==> src/hdl/sweep_pkg.sv <==
`default_nettype none

package sweep_pkg;

   //////////////////////////////
   // Settings bus
   //////////////////////////////
   typedef logic [7:0]  set_addr_t;
   typedef logic [31:0] set_data_t;

   typedef struct packed {
      logic      stb;
      set_addr_t addr;
      set_data_t data;
   } set_bus_t;

   // Register block bases
   localparam set_addr_t SR_MISC     = 8'd0;
   localparam set_addr_t SR_CHIRP    = 8'd8;
   localparam set_addr_t SR_SPI_CORE = 8'd20;

   //////////////////////////////
   // Wishbone and readback
   //////////////////////////////
   typedef logic [11:0] wb_adr_t;
   typedef logic [31:0] wb_dat_t;
   typedef logic [3:0]  rb_sel_t;

   localparam rb_sel_t RB_SPI     = 4'd0;
   localparam rb_sel_t RB_COMPAT  = 4'd12;
   localparam rb_sel_t RB_STATUS  = 4'd13;
   // Major in the upper half, minor in the lower half
   localparam wb_dat_t COMPAT_NUM = {16'd11, 16'd1};

   //////////////////////////////
   // SPI
   //////////////////////////////
   // Bit 0 upward: clk, dac, rx_dac, rx_adc, rx_db, tx_dac, tx_adc, tx_db, adc
   localparam int SPI_SLAVES = 9;
   typedef logic [SPI_SLAVES-1:0] spi_sen_t;
   localparam int SEN_RX_DB  = 4;
   localparam int SEN_TX_DAC = 5;

   typedef logic [5:0]  spi_len_t;
   typedef logic [15:0] spi_div_t;

   // Chirp sweep
   localparam spi_len_t CHIRP_WORD_LEN = 6'd32;
   typedef logic [15:0] chirp_cnt_t;
   typedef enum logic [1:0] {IDLE, LOAD, SHIFT, NEXT} chirp_state_t;

   // Receive settle before takeover
   localparam int RUN_SETTLE_CYCLES = 1000;
   typedef logic [$clog2(RUN_SETTLE_CYCLES+1)-1:0] settle_cnt_t;

   // Board LEDs, 1 selects the hardware source
   typedef logic [7:0] led_t;
   localparam led_t LED_SRC_RESET = 8'h1E;

endpackage

`default_nettype wire

==> src/hdl/spi_shift_engine.sv <==
`timescale 1ns/1ps
`default_nettype none

module spi_shift_engine import sweep_pkg::*; (
   input  wire            dsp_clk,
   input  wire            dsp_rst,
   input  wire            start_i,
   input  wire spi_div_t  div_i,
   input  wire spi_len_t  len_i,
   input  wire set_data_t data_i,
   input  wire            miso_i,
   output logic           busy_o,
   output logic           sclk_o,
   output logic           mosi_o,
   output set_data_t      rdata_o
);

   logic      busy_r;
   logic      sclk_r;
   logic      half_done;
   spi_div_t  div_r;
   spi_div_t  half_cnt;
   spi_len_t  bits_left;
   set_data_t tx_sr;
   set_data_t rx_sr;

   // One half period of sclk is div cycles, a zero divider toggles every cycle
   assign half_done = (half_cnt + 16'd1 >= div_r);

   always_ff @(posedge dsp_clk) begin
      if (dsp_rst) begin
         busy_r    <= 1'b0;
         sclk_r    <= 1'b0;
         half_cnt  <= '0;
         bits_left <= '0;
      end else if (!busy_r) begin
         sclk_r   <= 1'b0;
         half_cnt <= '0;
         if (start_i && len_i != '0) begin
            busy_r    <= 1'b1;
            bits_left <= len_i;
         end
      end else if (half_done) begin
         half_cnt <= '0;
         sclk_r   <= ~sclk_r;
         // Falling edge closes a bit
         if (sclk_r) begin
            bits_left <= bits_left - 6'd1;
            if (bits_left == 6'd1)
               busy_r <= 1'b0;
         end
      end else begin
         half_cnt <= half_cnt + 16'd1;
      end
   end

   //////////////////////////////
   // Shift registers
   //////////////////////////////
   always_ff @(posedge dsp_clk) begin
      if (!busy_r && start_i) begin
         div_r <= div_i;
         tx_sr <= data_i;
         rx_sr <= '0;
      end else if (busy_r && half_done) begin
         if (sclk_r)
            tx_sr <= {tx_sr[30:0], 1'b0};
         else
            rx_sr <= {rx_sr[30:0], miso_i};
      end
   end

   assign busy_o  = busy_r;
   assign sclk_o  = sclk_r;
   assign mosi_o  = busy_r & tx_sr[31];
   assign rdata_o = rx_sr;

endmodule

`default_nettype wire

==> src/hdl/wb_settings_bridge.sv <==
`timescale 1ns/1ps
`default_nettype none

module wb_settings_bridge import sweep_pkg::*; (
   input  wire          dsp_clk,
   input  wire          dsp_rst,
   input  wire          wb_cyc_i,
   input  wire          wb_stb_i,
   input  wire          wb_we_i,
   input  wire wb_adr_t wb_adr_i,
   input  wire wb_dat_t wb_dat_i,
   output logic         wb_ack_o,
   output wb_dat_t      wb_dat_o,
   input  wire wb_dat_t spi_readback_i,
   input  wire [3:0]    status_i,
   output set_bus_t     set_o
);

   logic      ack_r;
   logic      req;
   logic      set_stb_r;
   set_addr_t set_addr_r;
   set_data_t set_data_r;
   wb_dat_t   rd_word;
   wb_dat_t   dat_r;

   // New request only while no ack is out
   assign req = wb_cyc_i && wb_stb_i && !ack_r;

   always_ff @(posedge dsp_clk) begin
      if (dsp_rst) begin
         ack_r     <= 1'b0;
         set_stb_r <= 1'b0;
      end else begin
         ack_r     <= req;
         set_stb_r <= req && wb_we_i;
      end
   end

   // Settings word and readback data
   always_ff @(posedge dsp_clk) begin
      if (req && wb_we_i) begin
         set_addr_r <= wb_adr_i[9:2];
         set_data_r <= wb_dat_i;
      end
      if (req && !wb_we_i)
         dat_r <= rd_word;
   end

   always_comb begin
      case (wb_adr_i[5:2])
         RB_SPI:    rd_word = spi_readback_i;
         RB_COMPAT: rd_word = COMPAT_NUM;
         RB_STATUS: rd_word = {28'd0, status_i};
         default:   rd_word = '1;
      endcase
   end

   assign wb_ack_o = ack_r;
   assign wb_dat_o = dat_r;
   assign set_o    = '{stb: set_stb_r, addr: set_addr_r, data: set_data_r};

endmodule

`default_nettype wire

==> src/hdl/sys_spi_ctrl.sv <==
`timescale 1ns/1ps
`default_nettype none

module sys_spi_ctrl import sweep_pkg::*; (
   input  wire           dsp_clk,
   input  wire           dsp_rst,
   input  wire set_bus_t set_i,
   input  wire           miso_i,
   output spi_sen_t      sen_o,
   output logic          sclk_o,
   output logic          mosi_o,
   output logic          ready_o,
   output wb_dat_t       readback_o
);

   spi_div_t div_r;
   spi_sen_t mask_r;
   spi_len_t len_r;
   logic     busy;
   logic     start;

   // Data write kicks off a transfer, dropped while one is running
   assign start = set_i.stb && (set_i.addr == SR_SPI_CORE + 8'd2) && !busy;

   always_ff @(posedge dsp_clk) begin
      if (dsp_rst) begin
         div_r  <= '0;
         mask_r <= '0;
         len_r  <= '0;
      end else if (set_i.stb) begin
         if (set_i.addr == SR_SPI_CORE)
            div_r <= set_i.data[15:0];
         if (set_i.addr == SR_SPI_CORE + 8'd1) begin
            mask_r <= set_i.data[8:0];
            len_r  <= set_i.data[14:9];
         end
      end
   end

   spi_shift_engine spi_shift_engine_i (
      .dsp_clk(dsp_clk),
      .dsp_rst(dsp_rst),
      .start_i(start),
      .div_i(div_r),
      .len_i(len_r),
      .data_i(set_i.data),
      .miso_i(miso_i),
      .busy_o(busy),
      .sclk_o(sclk_o),
      .mosi_o(mosi_o),
      .rdata_o(readback_o)
   );

   // Selected slaves go low for the whole transfer
   assign sen_o   = busy ? ~mask_r : '1;
   assign ready_o = ~busy;

endmodule

`default_nettype wire

==> src/hdl/chirp_sweep_seq.sv <==
`timescale 1ns/1ps
`default_nettype none

module chirp_sweep_seq import sweep_pkg::*; (
   input  wire           dsp_clk,
   input  wire           dsp_rst,
   input  wire set_bus_t set_i,
   input  wire           trigger_i,
   output logic          sen_rx_db_o,
   output logic          sen_tx_dac_o,
   output logic          sclk_o,
   output logic          mosi_o,
   output logic          busy_o,
   output logic          chirp_en_o
);

   set_data_t    start_r;
   set_data_t    step_r;
   set_data_t    word_r;
   chirp_cnt_t   count_r;
   chirp_cnt_t   left_r;
   spi_div_t     div_r;
   logic         tgt_rx_db_r;
   logic         tgt_tx_dac_r;
   logic         chirp_en_r;
   logic         trigger_d;
   logic         trig_rise;
   logic         eng_busy;
   chirp_state_t state;

   //////////////////////////////
   // Chirp settings
   //////////////////////////////
   always_ff @(posedge dsp_clk) begin
      if (dsp_rst) begin
         count_r      <= '0;
         tgt_rx_db_r  <= 1'b0;
         tgt_tx_dac_r <= 1'b0;
         chirp_en_r   <= 1'b0;
         div_r        <= '0;
      end else if (set_i.stb) begin
         if (set_i.addr == SR_CHIRP + 8'd2) begin
            count_r      <= set_i.data[15:0];
            tgt_rx_db_r  <= set_i.data[16];
            tgt_tx_dac_r <= set_i.data[17];
            chirp_en_r   <= set_i.data[31];
         end
         if (set_i.addr == SR_CHIRP + 8'd3)
            div_r <= set_i.data[15:0];
      end
   end

   always_ff @(posedge dsp_clk) begin
      if (set_i.stb && set_i.addr == SR_CHIRP)
         start_r <= set_i.data;
      if (set_i.stb && set_i.addr == SR_CHIRP + 8'd1)
         step_r <= set_i.data;
   end

   //////////////////////////////
   // Sweep FSM
   //////////////////////////////
   assign trig_rise = trigger_i & ~trigger_d;

   always_ff @(posedge dsp_clk) begin
      if (dsp_rst) begin
         state     <= IDLE;
         trigger_d <= 1'b0;
      end else begin
         trigger_d <= trigger_i;
         case (state)
            IDLE:    if (trig_rise && chirp_en_r && count_r != '0) state <= LOAD;
            LOAD:    state <= SHIFT;
            // Engine is already busy on entry
            SHIFT:   if (!eng_busy) state <= NEXT;
            NEXT:    state <= (left_r == 16'd1) ? IDLE : LOAD;
            default: state <= IDLE;
         endcase
      end
   end

   // Word k is start plus k steps, wrapping at 32 bits
   always_ff @(posedge dsp_clk) begin
      if (state == IDLE) begin
         word_r <= start_r;
         left_r <= count_r;
      end else if (state == NEXT) begin
         word_r <= word_r + step_r;
         left_r <= left_r - 16'd1;
      end
   end

   spi_shift_engine spi_shift_engine_i (
      .dsp_clk(dsp_clk),
      .dsp_rst(dsp_rst),
      .start_i(state == LOAD),
      .div_i(div_r),
      .len_i(CHIRP_WORD_LEN),
      .data_i(word_r),
      .miso_i(1'b0),
      .busy_o(eng_busy),
      .sclk_o(sclk_o),
      .mosi_o(mosi_o),
      .rdata_o()
   );

   assign sen_rx_db_o  = ~(eng_busy & tgt_rx_db_r);
   assign sen_tx_dac_o = ~(eng_busy & tgt_tx_dac_r);
   assign busy_o       = (state != IDLE);
   assign chirp_en_o   = chirp_en_r;

endmodule

`default_nettype wire

==> src/hdl/spi_takeover.sv <==
`timescale 1ns/1ps
`default_nettype none

module spi_takeover import sweep_pkg::*; (
   input  wire           dsp_clk,
   input  wire           dsp_rst,
   input  wire [1:0]     run_rx_i,
   input  wire           chirp_en_i,
   input  wire           chirp_busy_i,
   input  wire spi_sen_t sys_sen_i,
   input  wire           sys_sclk_i,
   input  wire           sys_mosi_i,
   input  wire           chirp_sen_rx_db_i,
   input  wire           chirp_sen_tx_dac_i,
   input  wire           chirp_sclk_i,
   input  wire           chirp_mosi_i,
   output spi_sen_t      sen_o,
   output logic          sclk_o,
   output logic          mosi_o,
   output logic          rx_running_o,
   output logic          trigger_o,
   output logic          vco_init_done_o
);

   logic        run_d;
   logic        trigger;
   logic        vco_init_done_r;
   settle_cnt_t settle_cnt;

   // Receive must run steadily before the sweep may start
   always_ff @(posedge dsp_clk) begin
      if (dsp_rst) begin
         run_d           <= 1'b0;
         settle_cnt      <= '0;
         vco_init_done_r <= 1'b0;
      end else begin
         run_d <= |run_rx_i;
         if (!run_d)
            settle_cnt <= '0;
         else if (settle_cnt != settle_cnt_t'(RUN_SETTLE_CYCLES))
            settle_cnt <= settle_cnt + 1'b1;
         if (trigger)
            vco_init_done_r <= 1'b1;
      end
   end

   assign trigger = run_d && (settle_cnt == settle_cnt_t'(RUN_SETTLE_CYCLES));

   //////////////////////////////
   // Pin ownership
   //////////////////////////////
   always_comb begin
      sen_o = sys_sen_i;
      if (vco_init_done_r && chirp_en_i) begin
         sen_o[SEN_RX_DB]  = chirp_sen_rx_db_i;
         sen_o[SEN_TX_DAC] = chirp_sen_tx_dac_i;
      end
   end

   assign sclk_o = (trigger && chirp_en_i && chirp_busy_i) ? chirp_sclk_i : sys_sclk_i;
   assign mosi_o = (trigger && chirp_en_i && chirp_busy_i) ? chirp_mosi_i : sys_mosi_i;

   assign rx_running_o    = run_d;
   assign trigger_o       = trigger;
   assign vco_init_done_o = vco_init_done_r;

endmodule

`default_nettype wire

==> src/hdl/board_ctrl_regs.sv <==
`timescale 1ns/1ps
`default_nettype none

module board_ctrl_regs import sweep_pkg::*; (
   input  wire           dsp_clk,
   input  wire           dsp_rst,
   input  wire set_bus_t set_i,
   input  wire           rx_running_i,
   input  wire           run_tx_i,
   input  wire           clk_status_i,
   input  wire           link_good_i,
   output led_t          leds_o,
   output logic [3:0]    serdes_ctrl_o,
   output logic [3:0]    adc_ctrl_o
);

   led_t led_sw_r;
   led_t led_src_r;
   led_t led_hw;

   always_ff @(posedge dsp_clk) begin
      if (dsp_rst) begin
         serdes_ctrl_o <= '0;
         adc_ctrl_o    <= '0;
         led_sw_r      <= '0;
         led_src_r     <= LED_SRC_RESET;
      end else if (set_i.stb) begin
         case (set_i.addr)
            SR_MISC + 8'd1: serdes_ctrl_o <= set_i.data[3:0];
            SR_MISC + 8'd2: adc_ctrl_o    <= set_i.data[3:0];
            SR_MISC + 8'd3: led_sw_r      <= set_i.data[7:0];
            SR_MISC + 8'd6: led_src_r     <= set_i.data[7:0];
            default: ;
         endcase
      end
   end

   //////////////////////////////
   // LED source mux
   //////////////////////////////
   // Status flags on bits 4..1
   assign led_hw = {3'b000, run_tx_i, rx_running_i, clk_status_i, link_good_i, 1'b0};

   assign leds_o = (led_src_r & led_hw) | (~led_src_r & led_sw_r);

endmodule

`default_nettype wire

==> src/hdl/sweep_core_top.sv <==
`timescale 1ns/1ps
`default_nettype none

module sweep_core_top import sweep_pkg::*; (
   input  wire          dsp_clk,
   input  wire          dsp_rst,
   input  wire          wb_cyc_i,
   input  wire          wb_stb_i,
   input  wire          wb_we_i,
   input  wire wb_adr_t wb_adr_i,
   input  wire wb_dat_t wb_dat_i,
   input  wire [1:0]    run_rx_i,
   input  wire          run_tx_i,
   input  wire          clk_status_i,
   input  wire          link_good_i,
   input  wire          miso_i,
   output logic         wb_ack_o,
   output wb_dat_t      wb_dat_o,
   output spi_sen_t     sen_o,
   output logic         sclk_o,
   output logic         mosi_o,
   output led_t         leds_o,
   output logic [3:0]   serdes_ctrl_o,
   output logic [3:0]   adc_ctrl_o
);

   set_bus_t set_bus;
   wb_dat_t  spi_readback;
   logic     spi_ready;
   spi_sen_t sys_sen;
   logic     sys_sclk;
   logic     sys_mosi;
   logic     chirp_sen_rx_db;
   logic     chirp_sen_tx_dac;
   logic     chirp_sclk;
   logic     chirp_mosi;
   logic     chirp_busy;
   logic     chirp_en;
   logic     rx_running;
   logic     trigger;
   logic     vco_init_done;

   wb_settings_bridge wb_settings_bridge_i (
      .dsp_clk(dsp_clk), .dsp_rst(dsp_rst),
      .wb_cyc_i(wb_cyc_i), .wb_stb_i(wb_stb_i), .wb_we_i(wb_we_i),
      .wb_adr_i(wb_adr_i), .wb_dat_i(wb_dat_i),
      .wb_ack_o(wb_ack_o), .wb_dat_o(wb_dat_o),
      .spi_readback_i(spi_readback),
      .status_i({chirp_busy, vco_init_done, trigger, spi_ready}),
      .set_o(set_bus));

   sys_spi_ctrl sys_spi_ctrl_i (
      .dsp_clk(dsp_clk), .dsp_rst(dsp_rst), .set_i(set_bus), .miso_i(miso_i),
      .sen_o(sys_sen), .sclk_o(sys_sclk), .mosi_o(sys_mosi),
      .ready_o(spi_ready), .readback_o(spi_readback));

   chirp_sweep_seq chirp_sweep_seq_i (
      .dsp_clk(dsp_clk), .dsp_rst(dsp_rst), .set_i(set_bus), .trigger_i(trigger),
      .sen_rx_db_o(chirp_sen_rx_db), .sen_tx_dac_o(chirp_sen_tx_dac),
      .sclk_o(chirp_sclk), .mosi_o(chirp_mosi),
      .busy_o(chirp_busy), .chirp_en_o(chirp_en));

   spi_takeover spi_takeover_i (
      .dsp_clk(dsp_clk), .dsp_rst(dsp_rst), .run_rx_i(run_rx_i),
      .chirp_en_i(chirp_en), .chirp_busy_i(chirp_busy),
      .sys_sen_i(sys_sen), .sys_sclk_i(sys_sclk), .sys_mosi_i(sys_mosi),
      .chirp_sen_rx_db_i(chirp_sen_rx_db), .chirp_sen_tx_dac_i(chirp_sen_tx_dac),
      .chirp_sclk_i(chirp_sclk), .chirp_mosi_i(chirp_mosi),
      .sen_o(sen_o), .sclk_o(sclk_o), .mosi_o(mosi_o),
      .rx_running_o(rx_running), .trigger_o(trigger), .vco_init_done_o(vco_init_done));

   board_ctrl_regs board_ctrl_regs_i (
      .dsp_clk(dsp_clk), .dsp_rst(dsp_rst), .set_i(set_bus),
      .rx_running_i(rx_running), .run_tx_i(run_tx_i),
      .clk_status_i(clk_status_i), .link_good_i(link_good_i),
      .leds_o(leds_o), .serdes_ctrl_o(serdes_ctrl_o), .adc_ctrl_o(adc_ctrl_o));

endmodule

`default_nettype wire

==> config.mk <==
export PLATFORM = sky130hd
export DESIGN_NAME = sweep_core_top
export DESIGN_NICKNAME = d
export VERILOG_FILES = /design/src/hdl/sweep_pkg.sv /design/src/hdl/spi_shift_engine.sv /design/src/hdl/wb_settings_bridge.sv /design/src/hdl/sys_spi_ctrl.sv /design/src/hdl/chirp_sweep_seq.sv /design/src/hdl/spi_takeover.sv /design/src/hdl/board_ctrl_regs.sv /design/src/hdl/sweep_core_top.sv
export SDC_FILE = /design/constraint.sdc
export NUM_CORES = 1
export LEC_CHECK = 0
export BUFFER_PORTS_ARGS = -buffer_cell sky130_fd_sc_hd__buf_4
export CORE_MARGIN = 5
export CORE_UTILIZATION = 59
export CTS_BUF_LIST = sky130_fd_sc_hd__clkbuf_8
export CTS_CLUSTER_SIZE = 10
export DETAILED_ROUTE_END_ITERATION = 7
export GPL_ROUTABILITY_DRIVEN = 0
export PLACE_DENSITY_LB_ADDON = 0.3
export SETUP_SLACK_MARGIN = 0.1
export SYNTH_ARGS = -nofsm -noshare
export SYNTH_HDL_FRONTEND = slang
export SYNTH_HIERARCHICAL = 1
export SYNTH_SLANG_ARGS = --single-unit
==> constraint.sdc <==
create_clock -name dsp_clk -period 9.2 [get_ports dsp_clk]
set_clock_uncertainty 0.15 [all_clocks]
set_input_delay 1.38 -clock dsp_clk [delete_from_list [all_inputs] [get_ports dsp_clk]]
set_output_delay 1.38 -clock dsp_clk [all_outputs]
set_load 0.05 [all_outputs]
==> run summary, run 1 <==
Using the TritonRoute via totals, the vias-per-cell ratio works out to 5.777. STA classifies the critical path startpoint as a flip-flop. The run gives 0 as the hold-fix buffer count after cts. The routed via count came out at 14.29k.

In the final routed layout, each cell accounts on average for 18.93 µm. In this run the tool buffered the top-level ports with 110 buffer cells. For the pin with the worst max-slew slack, the measured transition is 1.162 ns. STA classifies the critical path endpoint as an output pin. Across all register-to-register paths, the minimum setup slack is 4.98 ns. Summing all placed instances gives a cell area of 22,680 µm². Based on the critical path, the design can be clocked at up to 0.1936 GHz. The run gives 0 as the count of maximum capacitance violations.

The run finished with clean final reports. The region available for standard cell placement spans 36,430 µm². The global-route wire length before repair came out at 75,160 µm. The total clock sinks was 467. The accumulated negative setup slack was 0 ns. For this design the static power due to leakage is 9.255 nW. The area growth from synthesis to layout is 11.23%. The fraction of the cycle the final worst path needs is 0.5616, and the maximum level of the CTS H-tree is 3. Setup violations remaining at the end of the flow were counted as 0. In this run the power density over the cells is 220.3 nW/µm². The total wire length after detailed routing is 46,840 µm. The logs give 14.39k for the number of global-route vias before repair and 89 for the maximum number of pins on one net before global-route repair. For the final routed DRC violation total, the log shows 0. The count of antenna-violating nets left after detailed routing came out at 0. The tools report the number of hold violations in the final report as 0. Worst-case headroom to the max-slew limit: 0.2255.

Synthesis produced a netlist whose cell count is 1,826. The run gives 0 as the post-CTS setup buffer count. The initial core utilization came out at 0.5947. For this run, the slowest stage of the critical path takes 0.78 ns.

For the count of boundary I/O pins, the log shows 115. The die boundary width is 201.6 µm, and the final number of max-transition violations is 0. The run gives 0 as the number of gates given a new drive strength after cts. For the number of antenna violations at the first check in global routing, the log shows 1. With fillers left out, the area of the finished cells amounts to 24,100 µm².

The total iterations of the first detailed-routing run is 5. Latest clock arrival within the worst-skew pair: 0.61 ns. The tools report the data arrival at the endpoint of the critical path as 3.64 ns. Measured along the y axis, the die boundary spans 201.6 µm. On the critical path, the stage with the largest delay is an instance of sky130_fd_sc_hd__ha_2.

Setup repair after global routing left no endpoint under its margin. Of all nets on the critical path, the largest fanout is 50. For this block, the initial DRC count from the detailed router was 1,045. The die covers 40,660 µm². The run gives 0.6615 as the utilization of the core after routing. By startpoint and endpoint, the worst setup path is classified as reg2out. The leading cell type in the layout, fill and taps excluded is sky130_fd_sc_hd__edfxtp_1. A synthesized cell averages 11.87 µm². For the total routing resource utilization after global routing, the log shows 0.2274.

After legalization and detailed placement, the total HPWL measured 31,070 µm. The peak supply drop was 0.1635 mV. The final critical delay including setup and external delays was 5.166 ns.

At the worst endpoint, the required time is 7.67 ns. The tree is rooted in a sky130_fd_sc_hd__clkbuf_8. Among the stages of the critical path, the cell type that occurs most often is sky130_fd_sc_hd__inv_1. TritonCTS built the clock tree.

After global routing the overflow that remains totals 0. The share of cells above drive strength 1 was 0.1756; the total number of nets in the final design was 2,079. The cell area after technology mapping is 21,670 µm². Clock-pin slew was measured on the worst setup and hold paths at 0.06 ns. In this run the deepest clock path goes through 3 buffers.

In this run the worst hold path is classified as reg2reg. Counting the buffers created by CTS gives 76. The signal on the critical path passes through inv_1, ha_2, inv_1, and3_1, nand4_1, mux2_1, buf_4.

The floorplan has 70 rows. In the layout the commonest cells are sky130_fd_sc_hd__edfxtp_1 (280), sky130_fd_sc_hd__dfxtp_1 (187), sky130_fd_sc_hd__nor2_1 (143). For this run, the number of Yosys warnings is 6.
-- where the power goes --
group          switching (mW)  leakage [nW]  internal [mW]
combinational           0.679          4.30          0.437
clock                   0.804         0.846          0.897
sequential             0.0973          4.11           2.40
-- path summary, 6_finish.rpt --
kind | startpoint | to | depth (start not counted)
max | chirp_sweep_seq_i/state[0] | mosi_o | 7
min | chirp_sweep_seq_i/div_r[6] | chirp_sweep_seq_i/spi_shift_engine_i/div_r[6] | 0
max reg2reg | chirp_sweep_seq_i/spi_shift_engine_i/half_cnt[2] | chirp_sweep_seq_i/spi_shift_engine_i/tx_sr[16] | 11
min reg2reg | chirp_sweep_seq_i/div_r[6] | chirp_sweep_seq_i/spi_shift_engine_i/div_r[6] | 0
-- sequential cells by signal (all words and copies together) (netlist names), 32 cells and up --
signal	cells
chirp_sweep_seq_i/spi_shift_engine_i/tx_sr	32
chirp_sweep_seq_i/start_r	32
chirp_sweep_seq_i/step_r	32
chirp_sweep_seq_i/word_r	32
sys_spi_ctrl_i/spi_shift_engine_i/rdata_o	32
sys_spi_ctrl_i/spi_shift_engine_i/tx_sr	32
wb_settings_bridge_i/set_data_r	32
wb_settings_bridge_i/wb_dat_o	32
-- per-layer routing --
layer,routed length (µm),up-vias,GRT usage
met2,22140,449,0.3705
li1,-,6876,-
met4,1295,0,0.07886
met3,3411,97,0.05753
met1,19990,6871,0.2988
met5,0,-,0
-- through the flow --
step / cells / hold slack (ns) / total power [mW] / worst slack [ns]
after floorplan: 1837 / 0.2580 / 3.375 / 4.838
after global placement: 2336 / 0.2629 / 3.589 / 4.658
after detailed placement: 2336 / 0.2648 / 3.623 / 4.601
after CTS: 2473 / 0.2736 / 5.341 / 3.955
after global routing: 2473 / 0.2842 / 5.584 / 3.803
final: 2474 / 0.2730 / 5.310 / 4.034
-- cell type report --
type,count,area [µm²]
fill,2672,12330
sequential,467,12150
multi-input combinational,1211,8773
clock buffer,81,1115
timing repair buffer,121,908.4
tap,468,585.6
clock inverter,56,307.8
inverter,69,259.0
antenna,1,2.502
-- critical path: cells and delay by family (launching register included) --
kind	cells	cell delay (ns)
flops	1	0.33
simple gates	2	0.55
buf+inv	3	0.95
fa+ha+maj	1	0.78
mux	1	0.41
No activity file was read; power rests on OpenSTA's default activity.
==> run 2, diff against run 1 <==
- clock period: 9.2 -> 5.13 ns (I/O delays scaled with it)
==> run 2 against run 1 <==
Net effect: core utilization grew 0.20 points; sequential power is 79% higher; setup slack worse by 3.1 ns; final cell count rose by 0.16%; routed wire length grew 2.2%; design area up 0.30%; non-clock buffer count increased by 2; combinational power increased by 79%; critical path depth grew 4; critical path type is now reg2reg; critical endpoint is now chirp_sweep_seq_i/spi_shift_engine_i/tx_sr[13]; highest routed layer unchanged.
==> run summary, run 2 (synthesis gave the netlist of run 1 again) <==
For the fraction of power consumed by combinational cells, the log shows 0.208 (was 0.210). The total routing resource utilization after global routing is 0.2321 (was 0.2274), and the power dissipated by switching net loads is 2.878 mW (was 1.580 mW). For the peak supply drop, the log shows 0.2303 mV (was 0.1635 mV). The number of vias per cell came out at 5.785 (was 5.777). The total wire length after detailed routing is 47,860 µm (was 46,840 µm). The number of hold violations in the final report came out at 0 (unchanged). The initial core utilization was 0.5947 (unchanged).

The register clock-pin slew on the reported worst setup and hold paths is 0.06 ns (about the same), and the post-layout total power is 9.623 mW (was 5.310 mW). TritonCTS built the clock tree. The number of global-route vias before repair was 14.62k (was 14.39k).

The tools report the terminus of the critical flop-to-flop path as chirp_sweep_seq_i/spi_shift_engine_i/tx_sr[13] (was chirp_sweep_seq_i/spi_shift_engine_i/tx_sr[16]). The flow ran to the end, and the final reports show no timing, DRC or antenna violations. For the post-CTS setup buffer count, the log shows 0 (unchanged). The routed length per placed instance works out to 19.31 µm (was 18.93 µm). The startpoint of the most critical setup path was chirp_sweep_seq_i/spi_shift_engine_i/half_cnt[2] (was chirp_sweep_seq_i/state[0]). The fraction of met2 tracks used by global routing came out at 0.3826 (was 0.3705). The total number of nets in the final design came out at 2,080 (was 2,079). The total iterations of the first detailed-routing run was 5 (unchanged); the maximum number of pins on one net before global-route repair was 100 (was 89).

The tools report the post-place instance area as 22,690 µm² (was 22,680 µm²). The number of core rows is 70 (unchanged). The logs give 0.91 ns (was 4.98 ns) for the slack of the worst reg-to-reg path and 6.745 mW (was 3.730 mW) for the internal power summed over all cells. Global routing usage on met3: 0.06559 (was 0.05753).

The ratio of total power to cell area came out at 398.0 nW/µm² (was 220.3 nW/µm²). Final design area excluding fillers: 24,180 µm² (was 24,100 µm²). The number of gates given a new drive strength after cts came out at 0 (unchanged). Latest clock arrival within the worst-skew pair: 0.62 ns (was 0.61 ns).

The worst min-delay path class was in2reg (was reg2reg). For the accumulated negative setup slack, the log shows 0 ns (unchanged). For the total congestion overflow, the log shows 0 (unchanged). The switching portion of total power works out to 0.2991 (was 0.2975). The critical path endpoint is chirp_sweep_seq_i/spi_shift_engine_i/tx_sr[13] (was mosi_o).

The run gives 0 (unchanged) as the final number of max-transition violations. The tools report the number of cells in the finished layout apart from fillers as 2,478 (was 2,474). The tools report the part of the total power dissipated in the clock network as 0.328 (was 0.320). For the data arrival at the endpoint of the critical path, the log shows 4.30 ns (was 3.64 ns).

The full die area is 40,660 µm² (unchanged), and the die boundary width is 201.6 µm (unchanged). The number of placed cells counting well taps is 2,338 (was 2,336), and the cell count of the worst hold path is 1 (was 0). The final critical delay including setup and external delays is 4.219 ns. The quantity of I/O buffers inserted on ports works out to 110 (unchanged). The critical path class was reg2reg (was reg2out).

The maximum count of clock buffers along a single path is 3 (unchanged). The layout overhead on the synthesized area is 11.57% (was 11.23%), and the total clock sinks is 467 (unchanged). The final routed DRC violation total was 0 (unchanged). The maximum level of the CTS H-tree is 3 (unchanged). The number of buffers created by CTS is 75 (was 76), and the global-route wire length before repair is 76,360 µm (was 75,160 µm). The run gives 115 (unchanged) as the count of boundary I/O pins.

Timing would allow up to 0.2370 GHz. The master cell of the clock root buffer was sky130_fd_sc_hd__clkbuf_8 (unchanged). Leading cell type in the layout, fill and taps excluded: sky130_fd_sc_hd__edfxtp_1 (unchanged). Setup repair after global routing left no endpoint under its margin.

The worst-path maximum fanout is 32 (was 50), and the count of antenna-violating nets left after detailed routing is 0 (unchanged). The run gives 0 (was 1) as the total inserted antenna cells. The tools report the leakage component of the power as 9.250 nW (was 9.255 nW). The run gives 0 (unchanged) as the count of maximum capacitance violations. The tools report the hold-fix buffer count after cts as 0 (unchanged). The fraction of the cycle the final worst path needs was 0.8224. The data required time at the worst endpoint is 5.21 ns (was 7.67 ns). The run gives 14.34k (was 14.29k) as the routed via count.

Die height: 201.6 µm (unchanged). Most heavily used metal layer in global routing: met2 (unchanged). The capturing element type of the critical path was a flip-flop (was an output pin). The transition at the pin with the smallest max-transition slack is 1.264 ns (was 1.162 ns).

The tools report the number of antenna violations at the first check in global routing as 1 (unchanged). For the worst-case headroom to the max-slew limit, the log shows 0.1546 (was 0.2255). The run gives 2,708 (was 2,672) as the fill cell instance count of the final layout. The logs give 1,157 (was 1,045) for the DRC marker count from the first detailed-route iteration and 0.2936 (was 0.2988) for the met1 routing resource usage after global routing. The core area is 36,430 µm² (unchanged). The category of the worst setup path launch point was a flip-flop (unchanged).

Number of setup violations in the final report: 0 (unchanged). The share of cells above drive strength 1 was 0.1836 (was 0.1756). The tools report the sequential cell fraction of total power as 0.464 (was 0.470).

Most frequent cells in the layout: sky130_fd_sc_hd__edfxtp_1 (280), sky130_fd_sc_hd__dfxtp_1 (187), sky130_fd_sc_hd__nor2_1 (143) (unchanged). The tools report the half-perimeter wire length after detailed placement as 31,670 µm (was 31,070 µm). The worst reg-to-reg path cell count is 11 (unchanged). The tools report the launch point of the worst reg-to-reg path as chirp_sweep_seq_i/spi_shift_engine_i/half_cnt[2] (unchanged).
## run 2: final cells by class
| type | count | area, µm² | share of cell area |
|---|---|---|---|
| Inverter | 69 | 259.0 | 0.01071 |
| Timing Repair Buffer | 123 | 923.4 | 0.03819 |
| Tap cell | 468 | 585.6 | 0.02422 |
| Clock buffer | 80 | 1101 | 0.04554 |
| Multi-Input combinational cell | 1211 | 8773 | 0.3629 |
| Clock inverter | 60 | 381.6 | 0.01579 |
| Sequential cell | 467 | 12150 | 0.5026 |
## run 2: power by group through the flow
stage | sequential, mW | combinational, mW | clock, mW
after floorplan | 4.50 | 1.55 | 0
after global placement | 4.52 | 1.91 | 0
after detailed placement | 4.54 | 1.97 | 0
after CTS | 4.46 | 1.98 | 3.21
after global routing | 4.49 | 2.22 | 3.40
final | 4.46 | 2.00 | 3.16
## run 2: how the worst min path moves through the flow
stage                                    start                                            end  slack, ns
detailed placement  chirp_sweep_seq_i/div_r[1]  chirp_sweep_seq_i/spi_shift_engine_i/div_r[1]       0.27
global placement    chirp_sweep_seq_i/div_r[6]  chirp_sweep_seq_i/spi_shift_engine_i/div_r[6]       0.26
global route                      wb_dat_i[27]            wb_settings_bridge_i/set_data_r[27]       0.13
floorplan           chirp_sweep_seq_i/div_r[0]  chirp_sweep_seq_i/spi_shift_engine_i/div_r[0]       0.26
finish                            wb_dat_i[20]            wb_settings_bridge_i/set_data_r[20]       0.17
CTS                               wb_dat_i[20]            wb_settings_bridge_i/set_data_r[20]       0.13
## run 2: metrics by stage
stage / hold WS (ns) / setup WS, ns / utilization
floorplan: 0.2580 / 0.7684 / -
global placement: 0.2628 / 1.020 / 0.6228
finish: 0.1744 / 0.9112 / 0.6635
detailed placement: 0.2663 / 0.9004 / 0.6228
global route: 0.1347 / 0.5742 / 0.6635
CTS: 0.1335 / 0.8930 / 0.6635
## run 2: metal layers
metal,up-vias,wire (µm)
met4,0,1441
met3,99,3897
met2,472,22680
met1,6886,19850
li1,6879,-
met5,-,0
## run 2: critical path, stage by stage, from the launching register on
cell	delay, ns
sky130_fd_sc_hd__dfxtp_1	0.38
sky130_fd_sc_hd__and3_1	0.21
sky130_fd_sc_hd__and3_1	0.24
sky130_fd_sc_hd__nand4_1	0.20
sky130_fd_sc_hd__nor3_1	0.25
sky130_fd_sc_hd__xor2_1	0.13
sky130_fd_sc_hd__ha_1	0.34
sky130_fd_sc_hd__nand4_2	0.14
sky130_fd_sc_hd__nor2_1	0.15
sky130_fd_sc_hd__a311oi_2	0.14
sky130_fd_sc_hd__a31oi_1	0.69
sky130_fd_sc_hd__or2_2	0.80
==> run 3, diff against run 2 <==
- ABC_AREA: not set -> 1
- clock period: 5.13 -> 4.3 ns (I/O delays scaled with it)
==> run 3 against run 2 <==
Net effect: via count increased by 25%; sequential share of layout area decreased by 2.7 points; global-route usage increased by 2.0 points; die area increased by 5.0%; worst hold slack got worse by 0.13 ns; sequential power increased by 28%; clock power increased by 22%; sequential cell count unchanged; critical endpoint is now sys_spi_ctrl_i/spi_shift_engine_i/rdata_o[15]; largest power group unchanged; routed wire length increased by 11%; register-to-register slack got worse by 0.25 ns.
==> run summary, run 3 <==
The delay of the slowest cell on the worst path was 0.39 ns (was 0.80 ns). The critical path class was reg2reg (unchanged). For the number of cells in the finished layout apart from fillers, the log shows 3,390 (was 2,478). The routed length per placed instance is 15.74 µm (was 19.31 µm).

The master cell of the clock root buffer was sky130_fd_sc_hd__clkbuf_8 (unchanged). The capturing element type of the critical path is a flip-flop (unchanged). The number of vias per cell works out to 5.281 (was 5.785).

The final design area excluding fillers is 25,560 µm² (was 24,180 µm²), and the transition at the pin with the smallest max-transition slack is 1.283 ns (was 1.264 ns). The total wire length after detailed routing came out at 53,350 µm (was 47,860 µm). The cell area after technology mapping came out at 22,820 µm² (was 21,670 µm²). For the synthesized instance count, the log shows 2,675 (was 1,826). Top cell family by delay on the critical path: simple AND/OR/NAND/NOR gates (unchanged).

The total clock sinks was 467 (unchanged); the post-place instance area was 24,010 µm² (was 22,690 µm²). The ratio of total power to cell area is 505.0 nW/µm² (was 398.0 nW/µm²). The final number of max-transition violations was 0 (unchanged). The leading cell type in the layout, fill and taps excluded is sky130_fd_sc_hd__nand2_1 (was sky130_fd_sc_hd__edfxtp_1). The count of antenna-violating nets left after detailed routing came out at 0 (unchanged). The number of cells on the critical path was 20 (was 11); the final routed DRC violation total was 0 (unchanged).

The register clock-pin slew on the reported worst setup and hold paths was 0.06 ns (about the same). The die boundary width is 206.7 µm (was 201.6 µm). Worst-path maximum fanout: 35 (was 32). The number of antenna violations at the first check in global routing is 1 (unchanged). Post-CTS setup buffer count: 0 (unchanged).

The average cell area after synthesis was 8.530 µm² (was 11.87 µm²); the number of gates given a new drive strength after cts was 0 (unchanged). For the data required time at the worst endpoint, the log shows 4.63 ns (was 5.21 ns). The dominant cell type by count on the critical path is sky130_fd_sc_hd__nand2_1 (was sky130_fd_sc_hd__and3_1). The quantity of I/O buffers inserted on ports is 110 (unchanged). The core area came out at 38,470 µm² (was 36,430 µm²). The total number of yosys warnings is 6 (unchanged), and the total iterations of the first detailed-routing run is 6 (was 5). The share of cells above drive strength 1 works out to 0.1282 (was 0.1836). Fraction of the cycle the final worst path needs: 0.8468 (was 0.8224). The number of hold violations in the final report is 0 (unchanged). Peak supply drop: 0.4081 mV (was 0.2303 mV). The routed via count is 17.90k (was 14.34k), and the maximum count of clock buffers along a single path is 3 (unchanged).

The run gives 42,710 µm² (was 40,660 µm²) as the full die area. End point of the worst hold path: wb_settings_bridge_i/set_data_r[31] (was wb_settings_bridge_i/set_data_r[20]). The DRC marker count from the first detailed-route iteration is 1,417 (was 1,157). The worst min-delay path class was in2reg (unchanged). Number of global-route vias before repair: 17.77k (was 14.62k). The maximum number of pins on one net before global-route repair was 64 (was 100). The launch point of the worst reg-to-reg path is sys_spi_ctrl_i/spi_shift_engine_i/half_cnt[0] (was chirp_sweep_seq_i/spi_shift_engine_i/half_cnt[2]).

For the count of boundary I/O pins, the log shows 115 (unchanged). The leakage component of the power came out at 11.66 nW (was 9.250 nW). Worst-path cell with the longest stage delay: sky130_fd_sc_hd__dfxtp_1 (was sky130_fd_sc_hd__or2_2). The run finished with clean final reports.

Post-layout total power: 12.91 mW (was 9.623 mW). The worst-case headroom to the max-slew limit came out at 0.1447 (was 0.1546). The category of the worst setup path launch point was a flip-flop (unchanged). Total number of nets in the final design: 2,943 (was 2,080). The total congestion overflow was 0 (unchanged). The tools report the worst hold slack as 0.04723 ns (was 0.1744 ns).

The number of buffers created by CTS was 77 (was 75). The critical path buffer and inverter count was 4 (was 0); the number of core rows was 72 (was 70). The total routing resource utilization after global routing was 0.2518 (was 0.2321); the layout overhead on the synthesized area was 12.00% (was 11.57%). The number of placed cells counting well taps is 3,249 (was 2,338), and the cell count of the worst hold path is 1 (unchanged). Startpoint of the tightest hold check path: wb_dat_i[31] (was wb_dat_i[20]). The latest clock arrival within the worst-skew pair is 0.62 ns (about the same). Setup repair after global routing left no endpoint under its margin. For the maximum clock frequency, the log shows 0.2746 GHz (was 0.2370 GHz). TritonCTS built the clock tree. Cell-by-cell trace of the critical path: ha_1, nand2_1, nor2_1, nand2_1, inv_1, nand3_1, inv_1, nand2_1, nor3b_1, or2_1, inv_1, ha_1, nand2_1, o21ai_1, a21oi_4, nand2_4, buf_4, nand2_4, nand2_1, a21oi_1 (was and3_1, and3_1, nand4_1, nor3_1, xor2_1, ha_1, nand4_2, nor2_1, a311oi_2, a31oi_1, or2_2).

The final critical delay including setup and external delays is 3.641 ns (was 4.219 ns), and the die height is 206.7 µm (was 201.6 µm). For the global-route wire length before repair, the log shows 86,620 µm (was 76,360 µm). The slack of the worst reg-to-reg path is 0.66 ns (was 0.91 ns).

The accumulated negative setup slack was 0 ns (unchanged); the worst reg-to-reg path cell count was 20 (was 11). For the count of maximum capacitance violations, the log shows 0 (unchanged). The fill cell instance count of the final layout is 3,061 (was 2,708).

The tools report the terminus of the critical flop-to-flop path as sys_spi_ctrl_i/spi_shift_engine_i/rdata_o[15] (was chirp_sweep_seq_i/spi_shift_engine_i/tx_sr[13]). The half-perimeter wire length after detailed placement is 36,190 µm (was 31,670 µm), and the maximum level of the CTS H-tree is 3 (unchanged). For the initial core utilization, the log shows 0.5932 (was 0.5947). The data arrival at the endpoint of the critical path was 3.98 ns (was 4.30 ns); the number of setup violations in the final report was 0 (unchanged).

Most frequent cells in the layout: sky130_fd_sc_hd__nand2_1 (794), sky130_fd_sc_hd__inv_1 (382), sky130_fd_sc_hd__nor2_1 (296) (was sky130_fd_sc_hd__edfxtp_1 (280), sky130_fd_sc_hd__dfxtp_1 (187), sky130_fd_sc_hd__nor2_1 (143)). The hold-fix buffer count after cts was 0 (unchanged).
## run 3: worst max-delay path by stage
| stage | start | to |
|---|---|---|
| 3_3_place_gp | chirp_sweep_seq_i/spi_shift_engine_i/half_cnt[0] | chirp_sweep_seq_i/spi_shift_engine_i/tx_sr[21] |
| 5_1_grt | sys_spi_ctrl_i/spi_shift_engine_i/half_cnt[0] | sys_spi_ctrl_i/spi_shift_engine_i/rdata_o[15] |
| 3_5_place_dp | sys_spi_ctrl_i/spi_shift_engine_i/half_cnt[0] | sys_spi_ctrl_i/spi_shift_engine_i/rdata_o[19] |
| 4_1_cts | sys_spi_ctrl_i/spi_shift_engine_i/half_cnt[0] | sys_spi_ctrl_i/spi_shift_engine_i/rdata_o[2] |
| 2_1_floorplan | wb_settings_bridge_i/set_addr_r[5] | chirp_sweep_seq_i/start_r[0] |
| 6_report | sys_spi_ctrl_i/spi_shift_engine_i/half_cnt[0] | sys_spi_ctrl_i/spi_shift_engine_i/rdata_o[15] |
## run 3: final cells by class
| class | count | area [µm²] | share of cell area |
|---|---|---|---|
| Antenna cell | 1 | 2.502 | 0.00009792 |
| Clock buffer | 96 | 1321 | 0.05170 |
| Clock inverter | 44 | 217.7 | 0.008519 |
| Inverter | 375 | 1408 | 0.05508 |
| Multi-Input combinational cell | 1762 | 8853 | 0.3464 |
| Sequential cell | 467 | 12150 | 0.4755 |
| Tap cell | 518 | 648.1 | 0.02536 |
| Timing Repair Buffer | 127 | 953.4 | 0.03731 |
## run 3: worst reg2reg max path, cell delays in order, from the launching register on
cell and delay (ns):
sky130_fd_sc_hd__dfxtp_1 0.39, sky130_fd_sc_hd__ha_1 0.19, sky130_fd_sc_hd__nand2_1 0.08, sky130_fd_sc_hd__nor2_1 0.15
sky130_fd_sc_hd__nand2_1 0.09, sky130_fd_sc_hd__inv_1 0.07, sky130_fd_sc_hd__nand3_1 0.12, sky130_fd_sc_hd__inv_1 0.11
sky130_fd_sc_hd__nand2_1 0.08, sky130_fd_sc_hd__nor3b_1 0.18, sky130_fd_sc_hd__or2_1 0.15, sky130_fd_sc_hd__inv_1 0.05
sky130_fd_sc_hd__ha_1 0.28, sky130_fd_sc_hd__nand2_1 0.05, sky130_fd_sc_hd__o21ai_1 0.22, sky130_fd_sc_hd__a21oi_4 0.11
sky130_fd_sc_hd__nand2_4 0.10, sky130_fd_sc_hd__buf_4 0.35, sky130_fd_sc_hd__nand2_4 0.33, sky130_fd_sc_hd__nand2_1 0.18
sky130_fd_sc_hd__a21oi_1 0.08
## run 3: power by group
| part | switching, mW | total [mW] | internal (mW) |
|---|---|---|---|
| sequential | 0.267 | 5.69 | 5.42 |
| clock | 1.77 | 3.84 | 2.08 |
| combinational | 2.32 | 3.37 | 1.05 |
## run 3: metal layers
metal / routed length (µm) / global-route usage / share of wire
met1: 22480 / 0.3303 / 0.42
met2: 24630 / 0.4050 / 0.46
met3: 4465 / 0.06171 / 0.084
met4: 1766 / 0.1019 / 0.033
met5: 0 / 0 / 0
## run 3: stage by stage
stage | utilization | worst slack, ns
4_1_cts | 0.6643 | 0.6919
2_1_floorplan | - | 0.5036
3_5_place_dp | 0.6243 | 0.7208
3_3_place_gp | 0.6243 | 0.8174
6_report | 0.6644 | 0.6588
5_1_grt | 0.6643 | 0.3037
